**src/rv_pkg.sv**
```systemverilog
package rv_pkg;

    localparam int XLEN      = 32;
    localparam int MEM_WORDS = 256;
    localparam int MEM_AW    = 8;

    typedef enum logic [3:0] {
        S_FETCH,
        S_DECODE,
        S_MEM_ADDR,
        S_MEM_READ,
        S_MEM_WB,
        S_MEM_WRITE,
        S_EXEC_R,
        S_ALU_WB,
        S_EXEC_I,
        S_JAL,
        S_JALR,
        S_BRANCH
    } state_t;

    typedef enum logic [6:0] {
        OP_R      = 7'b0110011,
        OP_IMM    = 7'b0010011,
        OP_LOAD   = 7'b0000011,
        OP_STORE  = 7'b0100011,
        OP_BRANCH = 7'b1100011,
        OP_JAL    = 7'b1101111,
        OP_JALR   = 7'b1100111,
        OP_LUI    = 7'b0110111,
        OP_AUIPC  = 7'b0010111,
        OP_FENCE  = 7'b0001111,
        OP_SYSTEM = 7'b1110011
    } opcode_t;

    typedef enum logic [2:0] {
        FMT_UNKNOWN,
        FMT_R,
        FMT_I,
        FMT_S,
        FMT_B,
        FMT_U,
        FMT_J
    } fmt_t;

    typedef enum logic [3:0] {
        ALU_ADD,
        ALU_SUB,
        ALU_SLL,
        ALU_SLT,
        ALU_SLTU,
        ALU_XOR,
        ALU_SRL,
        ALU_SRA,
        ALU_OR,
        ALU_AND
    } alu_op_t;

    // ALU operand A sources
    localparam logic [1:0] A_SRC_PC     = 2'b00;
    localparam logic [1:0] A_SRC_OLD_PC = 2'b01;
    localparam logic [1:0] A_SRC_REG    = 2'b10;

    // ALU operand B sources
    localparam logic [1:0] B_SRC_REG  = 2'b00;
    localparam logic [1:0] B_SRC_IMM  = 2'b01;
    localparam logic [1:0] B_SRC_FOUR = 2'b10;

    // Result bus sources
    localparam logic [1:0] RES_ALU_OUT = 2'b00;
    localparam logic [1:0] RES_DATA    = 2'b01;
    localparam logic [1:0] RES_ALU     = 2'b10;

endpackage

```
**src/alu.sv**
```systemverilog
`timescale 1ns/1ps

module alu (
    input  logic [rv_pkg::XLEN-1:0] a,
    input  logic [rv_pkg::XLEN-1:0] b,
    input  rv_pkg::alu_op_t         op,
    output logic [rv_pkg::XLEN-1:0] result,
    output logic                    zero
);
    import rv_pkg::*;

    logic [4:0] shamt;

    assign shamt = b[4:0];

    always_comb begin
        case (op)
            ALU_ADD:  result = a + b;
            ALU_SUB:  result = a - b;
            ALU_SLL:  result = a << shamt;
            ALU_SLT:  result = {{(XLEN-1){1'b0}}, $signed(a) < $signed(b)};
            ALU_SLTU: result = {{(XLEN-1){1'b0}}, a < b};
            ALU_XOR:  result = a ^ b;
            ALU_SRL:  result = a >> shamt;
            ALU_SRA:  result = $signed(a) >>> shamt;
            ALU_OR:   result = a | b;
            ALU_AND:  result = a & b;
            default:  result = '0;
        endcase
    end

    assign zero = (result == '0);

endmodule

```
**src/datapath.sv**
```systemverilog
`timescale 1ns/1ps

module datapath (
    input  logic                    clk,
    input  logic                    rstn,
    input  logic                    instr_we,
    input  logic                    pc_we,
    input  logic                    rf_we,
    input  logic                    mem_addr_src,
    input  logic [1:0]              result_src,
    input  logic [1:0]              alu_a_src,
    input  logic [1:0]              alu_b_src,
    input  rv_pkg::fmt_t            imm_src,
    input  rv_pkg::alu_op_t         alu_op,
    input  logic [rv_pkg::XLEN-1:0] mem_rdata,
    output logic [rv_pkg::XLEN-1:0] instr,
    output logic [rv_pkg::XLEN-1:0] mem_addr,
    output logic [rv_pkg::XLEN-1:0] mem_wdata,
    output logic                    alu_zero
);
    import rv_pkg::*;

    logic [XLEN-1:0] pc;
    logic [XLEN-1:0] old_pc;
    logic [XLEN-1:0] mem_data;
    logic [XLEN-1:0] reg_a;
    logic [XLEN-1:0] reg_b;
    logic [XLEN-1:0] alu_out;
    logic [XLEN-1:0] rd1;
    logic [XLEN-1:0] rd2;
    logic [XLEN-1:0] imm_ext;
    logic [XLEN-1:0] src_a;
    logic [XLEN-1:0] src_b;
    logic [XLEN-1:0] alu_result;
    logic [XLEN-1:0] result;

    always_ff @(posedge clk) begin
        if (!rstn) begin
            pc <= '0;
        end else if (pc_we) begin
            pc <= result;
        end
    end

    always_ff @(posedge clk) begin
        if (instr_we) begin
            instr  <= mem_rdata;
            old_pc <= pc; // PC of the instruction being run
        end
        mem_data <= mem_rdata;
        reg_a    <= rd1;
        reg_b    <= rd2;
        alu_out  <= alu_result;
    end

    always_comb begin
        case (imm_src)
            FMT_I:   imm_ext = {{20{instr[31]}}, instr[31:20]};
            FMT_S:   imm_ext = {{20{instr[31]}}, instr[31:25], instr[11:7]};
            FMT_B:   imm_ext = {{19{instr[31]}}, instr[31], instr[7], instr[30:25],
                                instr[11:8], 1'b0};
            FMT_U:   imm_ext = {instr[31:12], 12'b0};
            FMT_J:   imm_ext = {{11{instr[31]}}, instr[31], instr[19:12], instr[20],
                                instr[30:21], 1'b0};
            default: imm_ext = '0;
        endcase
    end

    always_comb begin
        case (alu_a_src)
            A_SRC_OLD_PC: src_a = old_pc;
            A_SRC_REG:    src_a = reg_a;
            default:      src_a = pc;
        endcase
        case (alu_b_src)
            B_SRC_IMM:  src_b = imm_ext;
            B_SRC_FOUR: src_b = 32'd4;
            default:    src_b = reg_b;
        endcase
        case (result_src)
            RES_DATA: result = mem_data;
            RES_ALU:  result = alu_result;
            default:  result = alu_out;
        endcase
    end

    assign mem_addr  = mem_addr_src ? alu_out : pc;
    assign mem_wdata = reg_b;

    reg_file reg_file_inst (
        .clk (clk),
        .we  (rf_we),
        .ra1 (instr[19:15]),
        .ra2 (instr[24:20]),
        .wa  (instr[11:7]),
        .wd  (result),
        .rd1 (rd1),
        .rd2 (rd2)
    );

    alu alu_inst (
        .a      (src_a),
        .b      (src_b),
        .op     (alu_op),
        .result (alu_result),
        .zero   (alu_zero)
    );

endmodule

```
**src/reg_file.sv**
```systemverilog
`timescale 1ns/1ps

module reg_file (
    input  logic                    clk,
    input  logic                    we,
    input  logic [4:0]              ra1,
    input  logic [4:0]              ra2,
    input  logic [4:0]              wa,
    input  logic [rv_pkg::XLEN-1:0] wd,
    output logic [rv_pkg::XLEN-1:0] rd1,
    output logic [rv_pkg::XLEN-1:0] rd2
);
    import rv_pkg::*;

    logic [XLEN-1:0] regs [32];

    always_ff @(posedge clk) begin
        if (we && wa != 5'd0) begin
            regs[wa] <= wd;
        end
    end

    // x0 is never written so force it here
    assign rd1 = (ra1 == 5'd0) ? '0 : regs[ra1];
    assign rd2 = (ra2 == 5'd0) ? '0 : regs[ra2];

endmodule

```
**config.mk**
```make
export PLATFORM = sky130hd
export DESIGN_NAME = datapath
export DESIGN_NICKNAME = d
export VERILOG_FILES = /design/src/rv_pkg.sv /design/src/alu.sv /design/src/datapath.sv /design/src/reg_file.sv
export SDC_FILE = /design/constraint.sdc
export NUM_CORES = 2
export LEC_CHECK = 0
export BUFFER_PORTS_ARGS = -buffer_cell sky130_fd_sc_hd__buf_2
export CORE_MARGIN = 4
export CORE_UTILIZATION = 55
export DETAILED_ROUTE_END_ITERATION = 10
export HOLD_SLACK_MARGIN = 0.12
export MAX_ROUTING_LAYER = met4
export PLACE_DENSITY = 0.71
export SLEW_MARGIN = 20
export SYNTH_ARGS = -nofsm -noshare
export SYNTH_HDL_FRONTEND = slang
export SYNTH_SLANG_ARGS = --single-unit
```
**constraint.sdc**
```tcl
create_clock -name clk -period 20.9 [get_ports clk]
set_input_delay 2.09 -clock clk [delete_from_list [all_inputs] [get_ports clk]]
set_output_delay 2.09 -clock clk [all_outputs]
set_load 0.02 [all_outputs]
```
==> out/metrics.cfg <==
[run_status]
outcome=completed

[power]
p_leak_nw=24.4
p_per_area_nw_per_um2=95.7
peakVddDrop_v=0.0000969

[global_route]
grt_usage_pct=38.7
grt_pass1_wl_um=321000
first_global_vias=42200
grt_max_degree=101
grt_overflow=0
antenna_found_initial=15

[critical_path]
cpMostUsedCell=buf_4
rr_worst_depth=17
start_kind=primary input
path_cells=buf_2 -> inv_1 -> ha_1 -> buf_4 -> nor2b_1 -> nand3_1 -> buf_4 -> a22o_1 -> buf_4 -> inv_1 -> buf_4 -> ha_1 -> nor2b_1 -> a211o_1 -> a311oi_1 -> o21ai_0 -> a221o_1 -> o21ai_0 -> nand4_1 -> or4_1 -> nor4_1 -> nand4_1 -> and3b_1 -> buf_2
crit_arrival_ps=9360
path_buf_inv=8
critPathRequiredTime_ps=18810
crit_cells=24
crit_slowest_cell=nor4_1
crit_type=primary input to primary output
crit_family=simple AND/OR/NAND/NOR gates
slowest_delay_ps=860
end_kind=primary output
cp_max_fo=50

[logic_synthesis]
yosysSeqAreaShare_pct=56.4
synth_flop_cell=edfxtp_1
syn_area_um2=63600
synth_enable_flop_cells=1088
async_flop_share_pct=0
yosys_register_bits=1248
yosysWarnings=0
syn_inst=4132
syn_avg_cell_area_um2=15.4
synth_cell_types=80

[routing]
via_count=43000
wire_per_inst_um=38.6
antenna_left=0
via_per_inst=7.30
drtIter0Drc=6418
detail_route.first_pass.iterations=6
route.detailed.drc=0
routed_wl_um=227000

[min_path]
hp-class=register to register
hold_depth=0

[layout]
layout_commonest_cell=edfxtp_1
layout.nets=4426
layout_common_cells=edfxtp_1, mux4_2, mux2i_1
finish.utilization_pct=62.0
fillCellCount=8381
drive_gt1_share_pct=28.1
syn2layout_area_growth_pct=11.7

[floorplanning]
fp.dieArea_um2=121000
die_w_um=348
start_util_pct=55.5
ioPinCount=148
row_count=124
core-area_um2=115000
die_h_um=348

[timing]
tightest_slew_ps=1170
setup-violations-final=0
rsz0062_at_grt=no
period_share_pct=54.8
slew_headroom_pct=21.5
tns_ps=0
hold_violations=0
fmax_ghz=0.0873
layout_min_cycle_time_ps=11450
maxSlewViolCount=0
fin_skew_ps=48.4

[job]
maxCapViolCount=0

[clock_network]
cts-hold-fix-buffers=0
cts_made_buffers=134
cts_resized=0
cts_tree=yes
clock_sinks=1248
clockBufferDepth=3
cts_root_buf=clkbuf_16
clkLatencyLatePin_ps=770
htreeDepth=4
clkTransAtPathRegs_ps=60
cts_setup_buffers=0

[placed_design]
portBuffers=147
gp_congestion=1.03
dp_hpwl_um=145000

-- cell families (layout without fill, tap and decap cells) --
kind of cell             after synthesis  in the layout  synth area share, %
buffers and inverters                427            639                 2.64
adder cells (fa/ha/maj)              106            106                 2.11
other                                  1             39              0.00590
XOR/XNOR                              15             15                0.207
multiplexers                         898            898                 25.8
AND/OR/NAND/NOR                      691            691                 4.87
AO/OA/AOI/OAI                        746            746                 7.99
flip-flops                          1248           1248                 56.4
-- metal layers --
metal / GRT usage (%) / part of all wire, % / vias to the layer above
met3: 9.76 / 12 / 543
met4: 15.3 / 4.8 / 0
met5: - / 0 / -
met2: 58.2 / 46 / 3088
li1: - / - / 17100
met1: 51.3 / 37 / 22300
-- stage by stage --
stage | instance area (um2) | setup slack [ps] | cells | power, mW | hold slack, ps
3_5_place_dp | 66600 | 9580 | 5645 | 4.45 | 480
3_3_place_gp | 66600 | 9690 | 5645 | 4.45 | 464
5_1_grt | 71000 | 9250 | 5893 | 7.01 | 499
6_report | 71000 | 9450 | 5894 | 6.80 | 490
2_1_floorplan | 63700 | 11270 | 4163 | 3.91 | 440
4_1_cts | 70900 | 9540 | 5887 | 6.78 | 491
-- state kept, by name (all words and copies together) (netlist names) --
name,count
instr,32
mem_wdata,32
reg_a,32
mem_data,32
pc,32
alu_out,32
reg_file_inst.regs,1024
old_pc,32
-- power by group --
| part | leakage, nW | internal (mW) | switching (mW) |
|---|---|---|---|
| combinational | 10.9 | 0.484 | 0.936 |
| clock | 2.11 | 1.34 | 1.01 |
| sequential | 11.4 | 2.93 | 0.0939 |
-- synth_stat cells, types with 32 or more instances --
cell type | instances | area, um2
o21ai_0 | 161 | 806
nor3_1 | 40 | 200
a22o_1 | 39 | 342
a221oi_1 | 37 | 324
a22oi_1 | 75 | 563
nand2_1 | 241 | 905
edfxtp_1 | 1088 | 32700
dfxtp_1 | 160 | 3200
mux2i_1 | 240 | 2400
ha_1 | 104 | 1300
nand3_1 | 41 | 205
a211oi_1 | 37 | 278
a21oi_1 | 123 | 616
nor2_1 | 230 | 863
clkbuf_1 | 215 | 807
nor2b_1 | 36 | 225
mux2_2 | 75 | 845
buf_1 | 72 | 270
mux4_2 | 582 | 13100
inv_1 | 102 | 383
o211ai_1 | 32 | 240
o22ai_1 | 42 | 263
-- path summary, 6_finish.rpt --
kind                     start                          to  slack (ps)
setup / recovery  alu_b_src[0]                    alu_zero        9450
hold / removal           pc[1]                   old_pc[1]         490
setup reg to reg     instr[31]  reg_file_inst.regs[15][29]       13390
hold reg to reg          pc[1]                   old_pc[1]         490
-- layout make-up --
class,count,area [um2],area share [%]
diodes,7,17.5,0.0247
well taps,1512,1890,2.66
clock inverters,60,659,0.929
flip-flops and latches,1248,35900,50.5
repair buffers,291,1870,2.63
clock buffers,182,3680,5.18
multi-input cells,2488,26600,37.5
inverters,106,400,0.564
Note: power is estimated with default switching activity, not from simulation.
