--- config.mk ---
export PLATFORM = sky130hd
export DESIGN_NAME = control_unit
export DESIGN_NICKNAME = d
export VERILOG_FILES = /design/src/rv_pkg.sv /design/src/alu_op_decode.sv /design/src/control_unit.sv
export SDC_FILE = /design/constraint.sdc
export NUM_CORES = 1
export LEC_CHECK = 0
export ABC_AREA = 1
export BUFFER_PORTS_ARGS = -buffer_cell sky130_fd_sc_hd__buf_2
export CAP_MARGIN = 25
export CORE_MARGIN = 4
export CORE_UTILIZATION = 40
export CTS_BUF_LIST = sky130_fd_sc_hd__clkbuf_8
export DETAILED_ROUTE_END_ITERATION = 8
export PLACE_DENSITY = 0.8
export SKIP_CTS_REPAIR_TIMING = 1
export SLEW_MARGIN = 0
export SYNTH_ARGS = -nofsm -noshare
export SYNTH_HDL_FRONTEND = slang
export SYNTH_SLANG_ARGS = --single-unit
--- constraint.sdc ---
create_clock -name clk -period 3.2 [get_ports clk]
set_input_delay 0.16 -clock clk [delete_from_list [all_inputs] [get_ports clk]]
set_output_delay 0.16 -clock clk [all_outputs]
set_load 0.005 [all_outputs]
--- src/rv_pkg.sv ---
package rv_pkg;

    localparam int XLEN      = 32;
    localparam int MEM_WORDS = 256;
    localparam int MEM_AW    = 8;

    typedef enum logic [3:0] {
        S_FETCH,
        S_DECODE,
        S_MEM_ADDR,
        S_MEM_READ,
        S_MEM_WB,
        S_MEM_WRITE,
        S_EXEC_R,
        S_ALU_WB,
        S_EXEC_I,
        S_JAL,
        S_JALR,
        S_BRANCH
    } state_t;

    typedef enum logic [6:0] {
        OP_R      = 7'b0110011,
        OP_IMM    = 7'b0010011,
        OP_LOAD   = 7'b0000011,
        OP_STORE  = 7'b0100011,
        OP_BRANCH = 7'b1100011,
        OP_JAL    = 7'b1101111,
        OP_JALR   = 7'b1100111,
        OP_LUI    = 7'b0110111,
        OP_AUIPC  = 7'b0010111,
        OP_FENCE  = 7'b0001111,
        OP_SYSTEM = 7'b1110011
    } opcode_t;

    typedef enum logic [2:0] {
        FMT_UNKNOWN,
        FMT_R,
        FMT_I,
        FMT_S,
        FMT_B,
        FMT_U,
        FMT_J
    } fmt_t;

    typedef enum logic [3:0] {
        ALU_ADD,
        ALU_SUB,
        ALU_SLL,
        ALU_SLT,
        ALU_SLTU,
        ALU_XOR,
        ALU_SRL,
        ALU_SRA,
        ALU_OR,
        ALU_AND
    } alu_op_t;

    // ALU operand A sources
    localparam logic [1:0] A_SRC_PC     = 2'b00;
    localparam logic [1:0] A_SRC_OLD_PC = 2'b01;
    localparam logic [1:0] A_SRC_REG    = 2'b10;

    // ALU operand B sources
    localparam logic [1:0] B_SRC_REG  = 2'b00;
    localparam logic [1:0] B_SRC_IMM  = 2'b01;
    localparam logic [1:0] B_SRC_FOUR = 2'b10;

    // Result bus sources
    localparam logic [1:0] RES_ALU_OUT = 2'b00;
    localparam logic [1:0] RES_DATA    = 2'b01;
    localparam logic [1:0] RES_ALU     = 2'b10;

endpackage

--- src/alu_op_decode.sv ---
`timescale 1ns/1ps

module alu_op_decode (
    input  logic [6:0]      opcode,
    input  logic [2:0]      funct3,
    input  logic [6:0]      funct7,
    input  logic            alu_ctrl,
    output rv_pkg::alu_op_t alu_op
);
    import rv_pkg::*;

    always_comb begin
        alu_op = ALU_ADD;
        if (!alu_ctrl) begin
            case (opcode)
                OP_R, OP_IMM: begin
                    case (funct3)
                        3'b000: begin
                            // Only the register form has SUB
                            if (opcode == OP_R && funct7[5]) begin
                                alu_op = ALU_SUB;
                            end else begin
                                alu_op = ALU_ADD;
                            end
                        end
                        3'b001: alu_op = ALU_SLL;
                        3'b010: alu_op = ALU_SLT;
                        3'b011: alu_op = ALU_SLTU;
                        3'b100: alu_op = ALU_XOR;
                        3'b101: alu_op = funct7[5] ? ALU_SRA : ALU_SRL;
                        3'b110: alu_op = ALU_OR;
                        default: alu_op = ALU_AND;
                    endcase
                end
                OP_BRANCH: begin
                    case (funct3[2:1])
                        2'b10:   alu_op = ALU_SLT;  // BLT, BGE
                        2'b11:   alu_op = ALU_SLTU; // BLTU, BGEU
                        default: alu_op = ALU_SUB;  // BEQ, BNE
                    endcase
                end
                default: alu_op = ALU_ADD;
            endcase
        end
    end

endmodule

--- src/control_unit.sv ---
`timescale 1ns/1ps

module control_unit (
    input  logic                     clk,
    input  logic                     rstn,
    input  logic [rv_pkg::XLEN-1:0]  instr,
    input  logic                     alu_zero,
    output rv_pkg::fmt_t             imm_src,
    output logic                     pc_we,
    output logic                     mem_addr_src,
    output logic                     mem_we,
    output logic                     instr_we,
    output logic                     rf_we,
    output logic [1:0]               result_src,
    output rv_pkg::alu_op_t          alu_op,
    output logic [1:0]               alu_a_src,
    output logic [1:0]               alu_b_src
);
    import rv_pkg::*;

    logic [6:0] opcode;
    logic [2:0] funct3;
    logic [6:0] funct7;
    state_t     state;
    state_t     next_state;
    logic       branch;
    logic       pc_update;
    logic       alu_ctrl;
    logic       is_jump;

    assign opcode  = instr[6:0];
    assign funct3  = instr[14:12];
    assign funct7  = instr[31:25];
    assign is_jump = (opcode == OP_JAL) || (opcode == OP_JALR);

    always_comb begin
        case (opcode)
            OP_R:                             imm_src = FMT_R;
            OP_IMM, OP_LOAD, OP_JALR:         imm_src = FMT_I;
            OP_FENCE, OP_SYSTEM:              imm_src = FMT_I;
            OP_STORE:                         imm_src = FMT_S;
            OP_BRANCH:                        imm_src = FMT_B;
            OP_LUI, OP_AUIPC:                 imm_src = FMT_U;
            OP_JAL:                           imm_src = FMT_J;
            default:                          imm_src = FMT_UNKNOWN;
        endcase
    end

    always_ff @(posedge clk) begin
        if (!rstn) begin
            state <= S_FETCH;
        end else begin
            state <= next_state;
        end
    end

    always_comb begin
        next_state = S_FETCH;
        case (state)
            S_FETCH: next_state = S_DECODE;
            S_DECODE: begin
                case (opcode)
                    OP_LOAD, OP_STORE: next_state = S_MEM_ADDR;
                    OP_R:              next_state = S_EXEC_R;
                    OP_IMM:            next_state = S_EXEC_I;
                    OP_JAL:            next_state = S_JAL;
                    OP_JALR:           next_state = S_JALR;
                    OP_BRANCH:         next_state = S_BRANCH;
                    default:           next_state = S_FETCH; // Unsupported acts as a no-op
                endcase
            end
            S_MEM_ADDR: next_state = (opcode == OP_STORE) ? S_MEM_WRITE : S_MEM_READ;
            S_MEM_READ: next_state = S_MEM_WB;
            S_EXEC_R, S_EXEC_I, S_JAL, S_JALR: next_state = S_ALU_WB;
            default:    next_state = S_FETCH;
        endcase
    end

    // Branch taken when zero flag, flipped by funct3 bits, says so
    assign pc_we = ((alu_zero ^ funct3[0] ^ funct3[2]) & branch) | pc_update;

    always_comb begin
        mem_addr_src = 1'b0;
        alu_a_src    = A_SRC_PC;
        alu_b_src    = B_SRC_REG;
        alu_ctrl     = 1'b0;
        result_src   = RES_ALU_OUT;
        mem_we       = 1'b0;
        rf_we        = 1'b0;
        instr_we     = 1'b0;
        pc_update    = 1'b0;
        branch       = 1'b0;
        case (state)
            S_FETCH: begin
                alu_b_src  = B_SRC_FOUR; // PC + 4
                alu_ctrl   = 1'b1;
                result_src = RES_ALU;
                instr_we   = 1'b1;
                pc_update  = 1'b1;
            end
            S_DECODE: begin
                alu_a_src = A_SRC_OLD_PC; // Jump and branch target
                alu_b_src = B_SRC_IMM;
                alu_ctrl  = 1'b1;
            end
            S_MEM_ADDR: begin
                alu_a_src = A_SRC_REG;
                alu_b_src = B_SRC_IMM;
                alu_ctrl  = 1'b1;
            end
            S_MEM_READ: mem_addr_src = 1'b1;
            S_MEM_WB: begin
                result_src = RES_DATA;
                rf_we      = 1'b1;
            end
            S_MEM_WRITE: begin
                mem_addr_src = 1'b1;
                mem_we       = 1'b1;
            end
            S_EXEC_R: alu_a_src = A_SRC_REG;
            S_ALU_WB: begin
                rf_we = 1'b1;
                if (is_jump) begin
                    // Link value is old PC + 4
                    alu_a_src  = A_SRC_OLD_PC;
                    alu_b_src  = B_SRC_FOUR;
                    alu_ctrl   = 1'b1;
                    result_src = RES_ALU;
                end
            end
            S_EXEC_I: begin
                alu_a_src = A_SRC_REG;
                alu_b_src = B_SRC_IMM;
            end
            S_JAL: pc_update = 1'b1; // Target from decode
            S_JALR: begin
                alu_a_src  = A_SRC_REG;
                alu_b_src  = B_SRC_IMM;
                alu_ctrl   = 1'b1;
                result_src = RES_ALU;
                pc_update  = 1'b1;
            end
            S_BRANCH: begin
                alu_a_src = A_SRC_REG;
                branch    = 1'b1;
            end
            default: ;
        endcase
    end

    alu_op_decode alu_op_decode_inst (
        .opcode   (opcode),
        .funct3   (funct3),
        .funct7   (funct7),
        .alu_ctrl (alu_ctrl),
        .alu_op   (alu_op)
    );

endmodule

==> results.txt <==
* Run status: finished, final reports clean
- The floorplan has 14 rows.
* Main combinational cell family by area after synthesis: simple AND/OR/NAND/NOR gates
- Setup repair after global routing missed its margin: false
- Of the synthesized area, sequential elements account for 11.29%.
- The synthesized design contains 0 enable-type register cells.
* Power density over cell area: 246.7 nW/um^2
- CTS built an H-tree with a depth of 1.
* Endpoints failing hold: 0
- Final-layout worst hold slack: 154.4 ps
- Final routed wirelength across all metal layers: 1867 um
* Number of nets in the synthesized netlist: 160
- The number of slew-limit violations in the final report came to 0.
* Dominant register cell in the synthesized netlist: sky130_fd_sc_hd__dfxtp_1
* Largest net degree at the start of global routing: 9
- Ranked by flip-flop count, first place goes to state.
- Worst setup path start: state[0]$_SDFF_PN0_
- Reg power frac: 23.2%
* Fraction of power spent switching nets: 30.93%
- Top achievable clock speed: 565.3 MHz
- Core occupancy in the finished layout: 58.01%
* Routed vias: 910
- Length in cells of the worst reg-to-reg path: 7
- After Yosys synthesis, full adders, half adders and majority gates account for 0% of the synthesized area.
* Fraction of layout cells with a size suffix above 1: 34.81%
- The detail route stage leaves a number of antenna-violating nets equal to 0.
- The average instance in the mapped netlist occupies 5.675 um^2.
- The worst setup path is of the flop to output port kind.
- DRC errors left: 0
* Total power consumption of the routed design: 0.2281 mW
* I/O Buffers: 31
- Post-synthesis async set-or-reset flop share: 0%
* Largest stage delay on the critical path: 320 ps
- The repair_antennas step left the layout with diodes totalling 0.
- Compared with the post-synthesis result, the final layout area differs by 30.34%.
* Time the final worst path needs with I/O delays and setup: 1769 ps
- Initial antenna violation count: 0
* Source-to-sink clock delay at the later pin of the worst-skew pair: 220 ps
- Remaining max-slew budget at the tightest pin: 76.11%
- The commonest cells after synthesis are 26 x sky130_fd_sc_hd__nand2_1, 17 x sky130_fd_sc_hd__nor2_1, 14 x sky130_fd_sc_hd__nand3_1.
- Number of detailed-route iterations in the first pass: 4
- The net count of the finished layout is 195.
- Area enclosed by the die boundary: 2512 um^2
- Along the worst path, the maximum fanout reaches 6.
- For this configuration, the core starts out at a cell density of 44.51%.
- STA classifies the critical path startpoint as a flop.
- The worst register-to-register path has a setup slack of 1990 ps.
- Clk sinks: 4
- Worst setup endpoint: alu_op[1]
* Largest regs: state: 4 flops
* Switching Power: 0.07055 mW
- Sum of overflow across all layers after global routing: 0
* Number of buffers added by the clock tree synthesis step: 3
- Synth Warn #: 0
- Logic gate share of total power: 30.7%
* Distinct cell type count of the synthesized netlist: 26
- Post-synthesis sequential element count: 4
- Fraction of the mapped netlist area in simple logic gates: 58.20%
- The core region is 1594 um^2.
* Final setup violation count: 0
- End of the worst register-to-register path: state[2]$_SDFF_PN0_
- The first global-routing pass estimated 3222 um of wire.
- Initial detailed-routing violation count: 22
- Accumulated negative setup slack: 0 ps
* CTS tree: yes
- Post-synthesis compound-gate area fraction: 16.58%
- After Yosys synthesis, XOR and XNOR cells account for 1.235% of the synthesized area.
* Worst-case clock skew: 3.639 ps
- Post-route clock period utilization: 55.28%
* Via/cell ratio: 5.000
- The HPWL after detailed placement is 1556 um.
* Clock share of power: 46.1%
- Static leakage power: 0.4977 nW
* Crit path DAT: 1610 ps
- For this design, the slowest cell found on the critical path is sky130_fd_sc_hd__dfxtp_1.
- Vert. Die Dim: 50.12 um
- Of the post-synthesis cell area, the part taken by muxes is 0%.
- CTS Root Buffer Type: sky130_fd_sc_hd__clkbuf_8
* Final estimated routing congestion in global placement: 0.8768
- Design area: 924.6 um^2
* Type of the worst min-delay path: input pin to flop
* Dominant cell type by area after synthesis: sky130_fd_sc_hd__nand2_1
- By area the synthesized netlist is led by sky130_fd_sc_hd__nand2_1 14%, sky130_fd_sc_hd__dfxtp_1 11%, sky130_fd_sc_hd__nand3_1 9.9%.
- The signal on the critical path passes through inv_2 > or2_1 > nor2_8 > nor2_1 > nand3_2 > a21oi_1 > buf_2.
- The longest clock path from root to sink contains 2 buffers.
- Routed length per placed instance: 10.26 um
- Leading cell type by number of instances after synthesis: sky130_fd_sc_hd__nand2_1
- Once placement finished, the instance area stood at 883.3 um^2.
- Slew at the pin closest to its max-slew limit: 358.3 ps
- The worst setup path is captured at an output port.
* Clock slew at the register clock pins of the worst setup and hold paths: 30 ps
- Post-synthesis instance area: 709.4 um^2
* Largest voltage drop on the vdd net: 0.1702 mV
- The die is 50.12 um wide.
- Via count of the first global-routing pass: 799
* WP data required: 3040 ps
- The register with the most flip-flops in the layout has 4 of them.
- Total routing usage reported by global routing: 16.40%
- Internal power comes to 0.1576 mW.
* Worst R2R Start: state[0]$_SDFF_PN0_
- Synthesis produced a netlist whose cell count is 125.
- Share of Yosys cell area claimed by the top area cell type: 13.76%
* I/O pins: 53
- Across the run, the number of max-cap violations was 0.
worst max-delay path: cells and delay by family, from the launching register on:
| family | cells | cell delay [ps] |
|---|---|---|
| simple gates | 4 | 700 |
| compound gates | 1 | 160 |
| buf+inv | 2 | 210 |
| flops | 1 | 320 |
power groups by stage:
stage	Clock, mW	Sequential, mW	Combinational [mW]
after floorplan	0	0.0534	0.0442
after global placement	0	0.0536	0.0680
after detailed placement	0	0.0537	0.0700
after CTS	0.107	0.0530	0.0703
after global routing	0.115	0.0532	0.0783
final	0.105	0.0530	0.0701
cell families (layout without fill, tap and decap cells):
kind of cell,Yosys count,in the layout
AO/OA/AOI/OAI,21,21
XOR/XNOR,1,1
buffers and inverters,22,55
flip-flops,4,4
AND/OR/NAND/NOR,77,77
worst min-delay path by stage:
stage | cells past startpoint | slack (ps) | start | end
3_5_place_dp | 3 | 380 | rstn | state[2]$_SDFF_PN0_
6_report | 3 | 150 | rstn | state[2]$_SDFF_PN0_
2_1_floorplan | 2 | 260 | rstn | state[2]$_SDFF_PN0_
4_1_cts | 3 | 150 | rstn | state[2]$_SDFF_PN0_
3_3_place_gp | 3 | 380 | rstn | state[2]$_SDFF_PN0_
5_1_grt | 3 | 160 | rstn | state[2]$_SDFF_PN0_
stage by stage:
| step | worst slack [ps] | cells |
|---|---|---|
| floorplan | 1992 | 125 |
| global placement | 1721 | 179 |
| detailed placement | 1667 | 179 |
| CTS | 1431 | 182 |
| global route | 1287 | 182 |
| finish | 1431 | 182 |
final cells by class:
class                   instances  area [um^2]
clock buffers                   3        41.29
well taps                      24        30.03
inverters                      21        78.83
repair buffers                 31        155.1
multi-input cells              99        539.3
flip-flops and latches          4        80.08
fillers                       160        669.4
routing by layer:
metal	track usage (%)	part of all wire, %	vias to the layer above
li1	-	-	480
met1	19.14	44	393
met2	27.17	47	32
met3	2.711	6.5	5
met4	11.06	2.5	0
met5	0	0	-
placed cells by master, fill, tap and decap left out, types with 2 or more instances in the layout:
cell,count
sky130_fd_sc_hd__clkbuf_8,3
sky130_fd_sc_hd__nand3_1,14
sky130_fd_sc_hd__a21oi_1,10
sky130_fd_sc_hd__nand3_2,2
sky130_fd_sc_hd__nand4_1,5
sky130_fd_sc_hd__nor2_2,2
sky130_fd_sc_hd__nand2_2,3
sky130_fd_sc_hd__nor2_1,17
sky130_fd_sc_hd__nand2_1,26
sky130_fd_sc_hd__o21ai_0,6
sky130_fd_sc_hd__inv_2,7
sky130_fd_sc_hd__buf_2,31
sky130_fd_sc_hd__nor2_8,2
sky130_fd_sc_hd__o22ai_1,2
sky130_fd_sc_hd__dfxtp_1,4
sky130_fd_sc_hd__inv_1,13
(Power assumes the default switching activity.)
